<file path="config.mk">
export PLATFORM = sky130hd
export DESIGN_NAME = synapse_core
export DESIGN_NICKNAME = d
export VERILOG_FILES = /design/src/synapse_pkg.sv /design/src/fetch_control.sv /design/src/instr_decode.sv /design/src/result_units.sv /design/src/source_mux.sv /design/src/synapse_core.sv
export SDC_FILE = /design/constraint.sdc
export NUM_CORES = 1
export LEC_CHECK = 0
export BUFFER_PORTS_ARGS = -buffer_cell sky130_fd_sc_hd__buf_2
export CAP_MARGIN = 5
export CORE_MARGIN = 2
export CORE_UTILIZATION = 35
export DETAILED_ROUTE_END_ITERATION = 12
export GPL_TIMING_DRIVEN = 0
export SYNTH_ARGS = -nofsm -noshare
export SYNTH_HDL_FRONTEND = slang
export SYNTH_HIERARCHICAL = 1
export SYNTH_SLANG_ARGS = --single-unit
</file>
<file path="constraint.sdc">
create_clock -name sysreset -period 5.2 [get_ports sysreset]
set_input_delay 1.04 -clock sysreset [delete_from_list [all_inputs] [get_ports sysreset]]
set_output_delay 1.04 -clock sysreset [all_outputs]
set_load 0.005 [all_outputs]
</file>
<file path="src/synapse_pkg.sv">
package synapse_pkg;

    // data path and code space widths.
    localparam int word_width = 16;
    localparam int ipr_width = 16;

    // an instruction is a destination field above a source field.
    localparam int dest_width = 6;
    localparam int src_width = 10;

    // external register file size, and the index bits that address it.
    localparam int num_regs = 8;
    localparam int reg_sel_width = $clog2(num_regs);

    // the low source bits of br and bn pick one flag.
    localparam int flag_sel_width = 4;

    typedef logic [word_width-1:0] word_t;
    typedef logic [ipr_width-1:0] addr_t;
    typedef logic [dest_width-1:0] dest_t;
    typedef logic [src_width-1:0] src_t;

    // image of the register file as seen by the core.
    typedef logic [num_regs-1:0][word_width-1:0] reg_bank_t;

    // destination codes with side effects.
    // codes below num_regs write the register file.
    localparam dest_t dest_clrf = 6'h30;
    localparam dest_t dest_setf = 6'h31;
    localparam dest_t dest_nop = 6'h32;
    localparam dest_t dest_br = 6'h38;
    localparam dest_t dest_bn = 6'h39;
    localparam dest_t dest_ret_addr = 6'h3e;
    localparam dest_t dest_return = 6'h3f;

    // source codes.
    // the return address sits at the same code as its destination.
    localparam src_t src_ret_addr = 10'h03e;
    localparam src_t src_ad0 = 10'h300;
    localparam src_t src_and0 = 10'h330;
    localparam src_t src_or0 = 10'h334;
    localparam src_t src_xor0 = 10'h338;
    localparam src_t src_sh1r = 10'h350;
    localparam src_t src_sh1l = 10'h351;
    localparam src_t src_sh4l = 10'h352;
    localparam src_t src_sh4r = 10'h353;
    localparam src_t src_neg1 = 10'h360;
    localparam src_t src_imm16 = 10'h3a0;

    // top two source bits of the small constant block 0x200..0x2ff.
    localparam logic [1:0] src_const_blk = 2'h2;

    // meaning of the destination field.
    typedef enum logic [3:0] {
        op_reg,
        op_clrf,
        op_setf,
        op_nop,
        op_br,
        op_bn,
        op_ld_ret,
        op_return,
        op_none
    } op_e;

    // executing instruction after decode.
    typedef struct packed {
        op_e   op;
        dest_t dest;
        src_t  src;
        logic  exec;
        logic  imm16;
    } decoded_t;

    // members run msb first, so z0 lands on bit 0 and each
    // member's bit index is its flag select code.
    typedef struct packed {
        logic eq;
        logic gt;
        logic lt;
        logic carry;
        logic and0_zero;
        logic z0;
    } flags_t;

endpackage

</file>
<file path="src/fetch_control.sv">
module fetch_control import synapse_pkg::*; (
    input  logic     sysreset,
    input  logic     sysclk,
    input  word_t    code_in,
    input  logic     code_ready,
    input  decoded_t dec,
    input  word_t    src_word,
    input  flags_t   flags,
    output addr_t    code_addr,
    output word_t    exr,
    output logic     exec,
    output word_t    ret_addr
);

    // address of the word now on code_in.
    addr_t ipr;
    addr_t ipr_next;

    // exr holds inline data from an imm16 source.
    logic const_skip;
    // exr holds a branch literal or the word after a return.
    logic branch_skip;
    // code_in holds a word fetched since reset.
    logic code_valid;

    logic [2**flag_sel_width-1:0] flag_vec;
    logic flag_sel;
    logic is_branch;
    logic is_return;
    logic branch_accept;

    assign exec = code_ready && !const_skip && !branch_skip;

    assign is_branch = exec && (dec.op == op_br || dec.op == op_bn);
    assign is_return = exec && (dec.op == op_return);

    // selects above the defined flags read as one.
    // so br with those selects is an unconditional jump.
    assign flag_vec = {{(2**flag_sel_width - $bits(flags_t)){1'b1}}, flags};
    assign flag_sel = flag_vec[dec.src[flag_sel_width-1:0]];

    // the branch target is the word after the branch, already on code_in.
    assign branch_accept = is_branch && ((dec.op == op_br) ? flag_sel : !flag_sel);

    // the next pointer goes straight to the code port.
    // so a taken branch costs one skipped cycle only.
    always_comb begin
        if (branch_accept) begin
            ipr_next = code_in;
        end else if (is_return) begin
            ipr_next = ret_addr;
        end else begin
            ipr_next = ipr + addr_t'(1);
        end
    end

    assign code_addr = ipr_next;

    // reset parks the pointer one below word 0.
    // the pipe then refills as after a jump to word 0.
    always_ff @(posedge sysreset or posedge sysclk) begin
        if (sysclk) begin
            ipr <= '1;
            exr <= '0;
            ret_addr <= '0;
            code_valid <= 1'b0;
            const_skip <= 1'b0;
            branch_skip <= 1'b1;
        end else begin
            if (code_ready) begin
                ipr <= ipr_next;
                exr <= code_in;
                code_valid <= 1'b1;
            end

            // return swaps the pointer and the return address.
            if (is_return) begin
                ret_addr <= ipr;
            end else if (exec && dec.op == op_ld_ret) begin
                ret_addr <= src_word;
            end

            // a branch with an imm16 source skips the same word.
            // only the branch flag is raised for it.
            const_skip <= (exec && dec.imm16 && !is_branch && !is_return)
                || (const_skip && !code_ready);

            // hold each skip until a code_ready cycle consumes it.
            branch_skip <= is_branch || is_return || !code_valid
                || (branch_skip && !code_ready);
        end
    end

    // only one reason to skip the word in exr at any time.
    skip_exclusive: assert property (
        @(posedge sysreset) disable iff (sysclk)
        !(const_skip && branch_skip)
    );

endmodule

</file>
<file path="src/instr_decode.sv">
module instr_decode import synapse_pkg::*; (
    input  word_t                exr,
    input  logic                 exec,
    output decoded_t             dec,
    output logic [num_regs-1:0]  r_load
);

    dest_t dest;
    src_t src;
    op_e op;

    // destination in the top bits, source in the low bits.
    assign dest = exr[word_width-1 -: dest_width];
    assign src = exr[src_width-1:0];

    // low destination codes address the register file.
    // codes between the file and the control block do nothing.
    always_comb begin
        if (dest < dest_t'(num_regs)) begin
            op = op_reg;
        end else begin
            case (dest)
                dest_clrf:     op = op_clrf;
                dest_setf:     op = op_setf;
                dest_nop:      op = op_nop;
                dest_br:       op = op_br;
                dest_bn:       op = op_bn;
                dest_ret_addr: op = op_ld_ret;
                dest_return:   op = op_return;
                default:       op = op_none;
            endcase
        end
    end

    assign dec = '{
        op:    op,
        dest:  dest,
        src:   src,
        exec:  exec,
        imm16: (src == src_imm16)
    };

    // one strobe for the executed register destination.
    always_comb begin
        r_load = '0;
        if (exec && op == op_reg) begin
            r_load[dest[reg_sel_width-1:0]] = 1'b1;
        end
    end

endmodule

</file>
<file path="src/result_units.sv">
module result_units import synapse_pkg::*; (
    input  logic      sysreset,
    input  logic      sysclk,
    input  reg_bank_t regs,
    input  decoded_t  dec,
    input  word_t     src_word,
    output word_t     ad0,
    output word_t     and0,
    output word_t     or0,
    output word_t     xor0,
    output word_t     sh1r,
    output word_t     sh1l,
    output word_t     sh4l,
    output word_t     sh4r,
    output flags_t    flags
);

    // r0 and r1 are the operands of every unit here.
    word_t r0;
    word_t r1;
    logic [word_width:0] sum;
    word_t and_comb;
    logic set_cin;
    logic clr_cin;
    // carry into ad0.
    logic cin;
    // carry out of the last registered sum.
    logic cout;

    assign r0 = regs[0];
    assign r1 = regs[1];

    assign sum = {1'b0, r0} + {1'b0, r1} + {{word_width{1'b0}}, cin};
    assign and_comb = r0 & r1;

    // source bit 0 qualifies both flag operators.
    assign set_cin = dec.exec && dec.op == op_setf && src_word[0];
    assign clr_cin = dec.exec && dec.op == op_clrf && src_word[0];

    // result words track the operands every cycle, stalled or not.
    always_ff @(posedge sysreset) begin
        ad0 <= sum[word_width-1:0];
        and0 <= and_comb;
        or0 <= r0 | r1;
        xor0 <= r0 ^ r1;
    end

    always_ff @(posedge sysreset or posedge sysclk) begin
        if (sysclk) begin
            cin <= 1'b0;
            cout <= 1'b0;
        end else begin
            if (set_cin) begin
                cin <= 1'b1;
            end else if (clr_cin) begin
                cin <= 1'b0;
            end
            cout <= sum[word_width];
        end
    end

    // shifts of r0 fill with zeros.
    assign sh1r = {1'b0, r0[word_width-1:1]};
    assign sh1l = {r0[word_width-2:0], 1'b0};
    assign sh4l = {r0[word_width-5:0], 4'h0};
    assign sh4r = {4'h0, r0[word_width-1:4]};

    // unsigned compare of r0 against r1.
    assign flags = '{
        eq:        (r0 == r1),
        gt:        (r0 > r1),
        lt:        (r0 < r1),
        carry:     cout,
        and0_zero: (and_comb == '0),
        z0:        (r0 == '0)
    };

endmodule

</file>
<file path="src/source_mux.sv">
module source_mux import synapse_pkg::*; (
    input  decoded_t  dec,
    input  reg_bank_t regs,
    input  word_t     ad0,
    input  word_t     and0,
    input  word_t     or0,
    input  word_t     xor0,
    input  word_t     sh1r,
    input  word_t     sh1l,
    input  word_t     sh4l,
    input  word_t     sh4r,
    input  word_t     ret_addr,
    input  word_t     code_in,
    output word_t     src_word
);

    // the register file sits at the bottom of the source space.
    // small constants fill 0x200..0x2ff and single codes fill the rest.
    always_comb begin
        if (dec.src < src_t'(num_regs)) begin
            src_word = regs[dec.src[reg_sel_width-1:0]];
        end else if (dec.src[src_width-1 -: 2] == src_const_blk) begin
            // zero-extended low byte of the instruction.
            src_word = word_t'(dec.src[7:0]);
        end else begin
            case (dec.src)
                src_ret_addr: src_word = ret_addr;
                src_ad0:      src_word = ad0;
                src_and0:     src_word = and0;
                src_or0:      src_word = or0;
                src_xor0:     src_word = xor0;
                src_sh1r:     src_word = sh1r;
                src_sh1l:     src_word = sh1l;
                src_sh4l:     src_word = sh4l;
                src_sh4r:     src_word = sh4r;
                src_neg1:     src_word = '1;
                // the word after the instruction is already on the code port.
                src_imm16:    src_word = code_in;
                default:      src_word = '0;
            endcase
        end
    end

endmodule

</file>
<file path="src/synapse_core.sv">
module synapse_core import synapse_pkg::*; (
    input  logic                sysreset,
    input  logic                sysclk,
    input  word_t               code_in,
    input  logic                code_ready,
    input  reg_bank_t           r,
    output addr_t               code_addr,
    output logic [num_regs-1:0] r_load,
    output word_t               r_load_data
);

    // sysreset clocks the core, sysclk is the asynchronous reset.

    word_t exr;
    logic exec;
    word_t ret_addr;
    decoded_t dec;
    flags_t flags;
    word_t ad0;
    word_t and0;
    word_t or0;
    word_t xor0;
    word_t sh1r;
    word_t sh1l;
    word_t sh4l;
    word_t sh4r;

    // pointer, exr, skip flags and branch decision.
    fetch_control fetch_control_i (
        .sysreset   (sysreset),
        .sysclk     (sysclk),
        .code_in    (code_in),
        .code_ready (code_ready),
        .dec        (dec),
        .src_word   (r_load_data),
        .flags      (flags),
        .code_addr  (code_addr),
        .exr        (exr),
        .exec       (exec),
        .ret_addr   (ret_addr)
    );

    instr_decode instr_decode_i (
        .exr    (exr),
        .exec   (exec),
        .dec    (dec),
        .r_load (r_load)
    );

    result_units result_units_i (
        .sysreset (sysreset),
        .sysclk   (sysclk),
        .regs     (r),
        .dec      (dec),
        .src_word (r_load_data),
        .ad0      (ad0),
        .and0     (and0),
        .or0      (or0),
        .xor0     (xor0),
        .sh1r     (sh1r),
        .sh1l     (sh1l),
        .sh4l     (sh4l),
        .sh4r     (sh4r),
        .flags    (flags)
    );

    // the selected source is also the register write data.
    source_mux source_mux_i (
        .dec      (dec),
        .regs     (r),
        .ad0      (ad0),
        .and0     (and0),
        .or0      (or0),
        .xor0     (xor0),
        .sh1r     (sh1r),
        .sh1l     (sh1l),
        .sh4l     (sh4l),
        .sh4r     (sh4r),
        .ret_addr (ret_addr),
        .code_in  (code_in),
        .src_word (r_load_data)
    );

endmodule

</file>
==> results_dict.tcl <==
set metrics [dict create \
    status "finished, final reports clean" \
    grt_max_degree 31 \
    min_path_type "reg -> reg" \
    drv_cap 0 \
    setup_viol 0 \
    clk_latency_ns 0.43 \
    synthCells 1032 \
    setup_tns_ns 0 \
    grt_overflow 0 \
    tritoncts "built" \
    critical_path.cell_chain "buf_2, inv_1, ha_4, inv_1, a21oi_2, o21bai_1, a221oi_2, buf_4, and2_1, mux2i_1, a22o_1, a31oi_4, mux2i_4, buf_4, mux2_2, buf_2" \
    drive_gt1_share_pct 35.7 \
    fin_skew_ns 0.00776 \
    crit_type "in -> out" \
    total_power_mw 3.62 \
    final_cell_count_no_fill 1599 \
    detail-route-antenna-nets 0 \
    antenna_found_initial 1 \
    max_freq_ghz 0.195 \
    gp_congestion 0.977 \
    cts_max_path_buffers 2 \
    cpPeakStageDelay_ns 0.34 \
    finalHoldViolCount 0 \
    endpoint_kind "output port" \
    drc 0 \
    start_kind "primary input" \
    finalNetCount 1449 \
    die_h_um 168 \
    worst-r2r-cell-count 9 \
    holdPathStages 1 \
    crit_buf_inv 6 \
    grt_usage_pct 26.6 \
    critPathArrivalTime_ns 4.09 \
    finalWirelength_um 37800 \
    initial_core_util_pct 35.8 \
    postCtsHoldBufs 0 \
    viasPerCell 5.77 \
    htreeDepth 4 \
    die_area_um2 28100 \
    r2r_setup_slack_ns 1.86 \
    post_drt_wl_per_cell_um 23.7 \
    slowest_stage "ha_4" \
    r2r-start "fetch_control_i/exr[1]" \
    clock-sinks 117 \
    synth_area_per_cell_um2 9.08 \
    hold_end "fetch_control_i/code_valid" \
    drtPass1Iterations 6 \
    drv_slew 0 \
    die_w_um 168 \
    ir_drop_v 0.000241 \
    syn_area_um2 9370 \
    worstHoldStart "fetch_control_i/code_valid" \
    min_period_over_period_pct 98.6 \
    placed_cells 1562 \
    path_max_fanout 9 \
    path_clk_slew_ns 0.06 \
    area_delta_synth_final_pct 25.0 \
    rows 59 \
    p_leak_nw 5.13 \
    place.port_buffers 185 \
    pin_count 187 \
    path_delay_family "compound AO/OA/AOI/OAI gates" \
    period_minus_slack_ns 5.13 \
    hpwl_um 29700 \
    vias 9234 \
    core_um2 26200 \
    rr_endpoint "fetch_control_i/ret_addr[13]" \
    grt_pass1_vias 8708 \
    cts-root-buf "clkbuf_16" \
    yosysWarnings 6 \
    numCtsBuffers 17 \
    power.density_nw_per_um2 309 \
    critical_path_required_ns 4.16 \
    max-slew-margin-rel_pct 39.2 \
    grt_pass1_wl_um 55500 \
    detail_route.iter0.violations 990 \
    insertedDiodeCount 0 \
    tightestPinTransition_ns 0.905 \
]
-- stage by stage --
| step | setup WS [ns] | utilization (%) | area [um2] | hold slack, ns |
|---|---|---|---|---|
| 2_1_floorplan | 0.735 | - | 9410 | 0.429 |
| 3_3_place_gp | -0.774 | 41.0 | 10800 | 0.448 |
| 3_5_place_dp | -0.806 | 41.1 | 10800 | 0.450 |
| 4_1_cts | 0.00713 | 44.1 | 11500 | 0.468 |
| 5_1_grt | -0.00154 | 44.7 | 11700 | 0.473 |
| 6_report | 0.0706 | 44.7 | 11700 | 0.466 |
-- area by class of cell --
cell class	count	area, um2
fillers	2585	14500
multi-input cells	707	5760
flip-flops and latches	117	2630
repair buffers	193	1040
plain buffers	141	931
clock buffers	22	507
well taps	335	419
inverters	74	282
clock inverters	10	141
-- state kept, by name, indices dropped and copies added (netlist names) --
register / count
result_units_i/and0: 16
fetch_control_i/exr: 16
result_units_i/or0: 16
fetch_control_i/ipr: 16
fetch_control_i/ret_addr: 16
result_units_i/xor0: 16
result_units_i/cout: 1
result_units_i/ad0: 16
fetch_control_i/code_valid: 1
fetch_control_i/branch_skip: 1
fetch_control_i/const_skip: 1
result_units_i/cin: 1
-- report_power, final --
group	leakage [nW]	total, mW	switching (mW)	internal, mW
registers	1.17	1.18	0.125	1.05
logic	3.65	1.14	0.636	0.507
clock network	0.313	1.30	0.461	0.837
total	5.13	3.62	1.22	2.40
-- worst max path at each step --
stage	start	endpoint	cells after the start
after floorplan	r[22]	code_addr[13]	14
after global placement	r[6]	code_addr[10]	16
after detailed placement	r[6]	code_addr[10]	16
after CTS	r[14]	code_addr[1]	14
after global routing	r[29]	code_addr[1]	16
final	r[29]	code_addr[1]	16
-- per-layer routing --
layer  wire [um]  part of all wire [%]  GRT usage [%]  vias up
met1       16000                    42           35.8     4498
met3        3120                   8.2           5.77       75
met4        1480                   3.9           10.1        2
met2       17300                    46           42.0      464
li1            -                     -              -     4195
met5           7                 0.018              0        -
-- cell usage in the layout, fill, tap and decap left out, drive strengths merged, types with 7 or more instances in the layout --
cell type	instances
conb	10
a31oi	10
o21ai	40
nor2	49
ha	49
and3	14
mux2i	25
nor2b	7
xnor2	16
clkbuf	51
inv	73
a221oi	14
mux2	22
a22oi	12
dfstp	17
and2	7
dfrtp	36
nand2	86
a22o	12
nor4	16
a21oi	34
dfxtp	64
nand4	58
o211ai	21
nor4bb	8
nand3	27
buf	305
mux4	42
nor3	22
and4	8
nand2b	7
-- repair_timing --
action	in CTS	in global routing
setup buffers	2	5
pin swaps	2	8
gates resized for setup	24	30
endpoints found under the hold margin	0	0
endpoints found under the setup margin	16	16
Note: power is estimated with default switching activity, not from simulation.
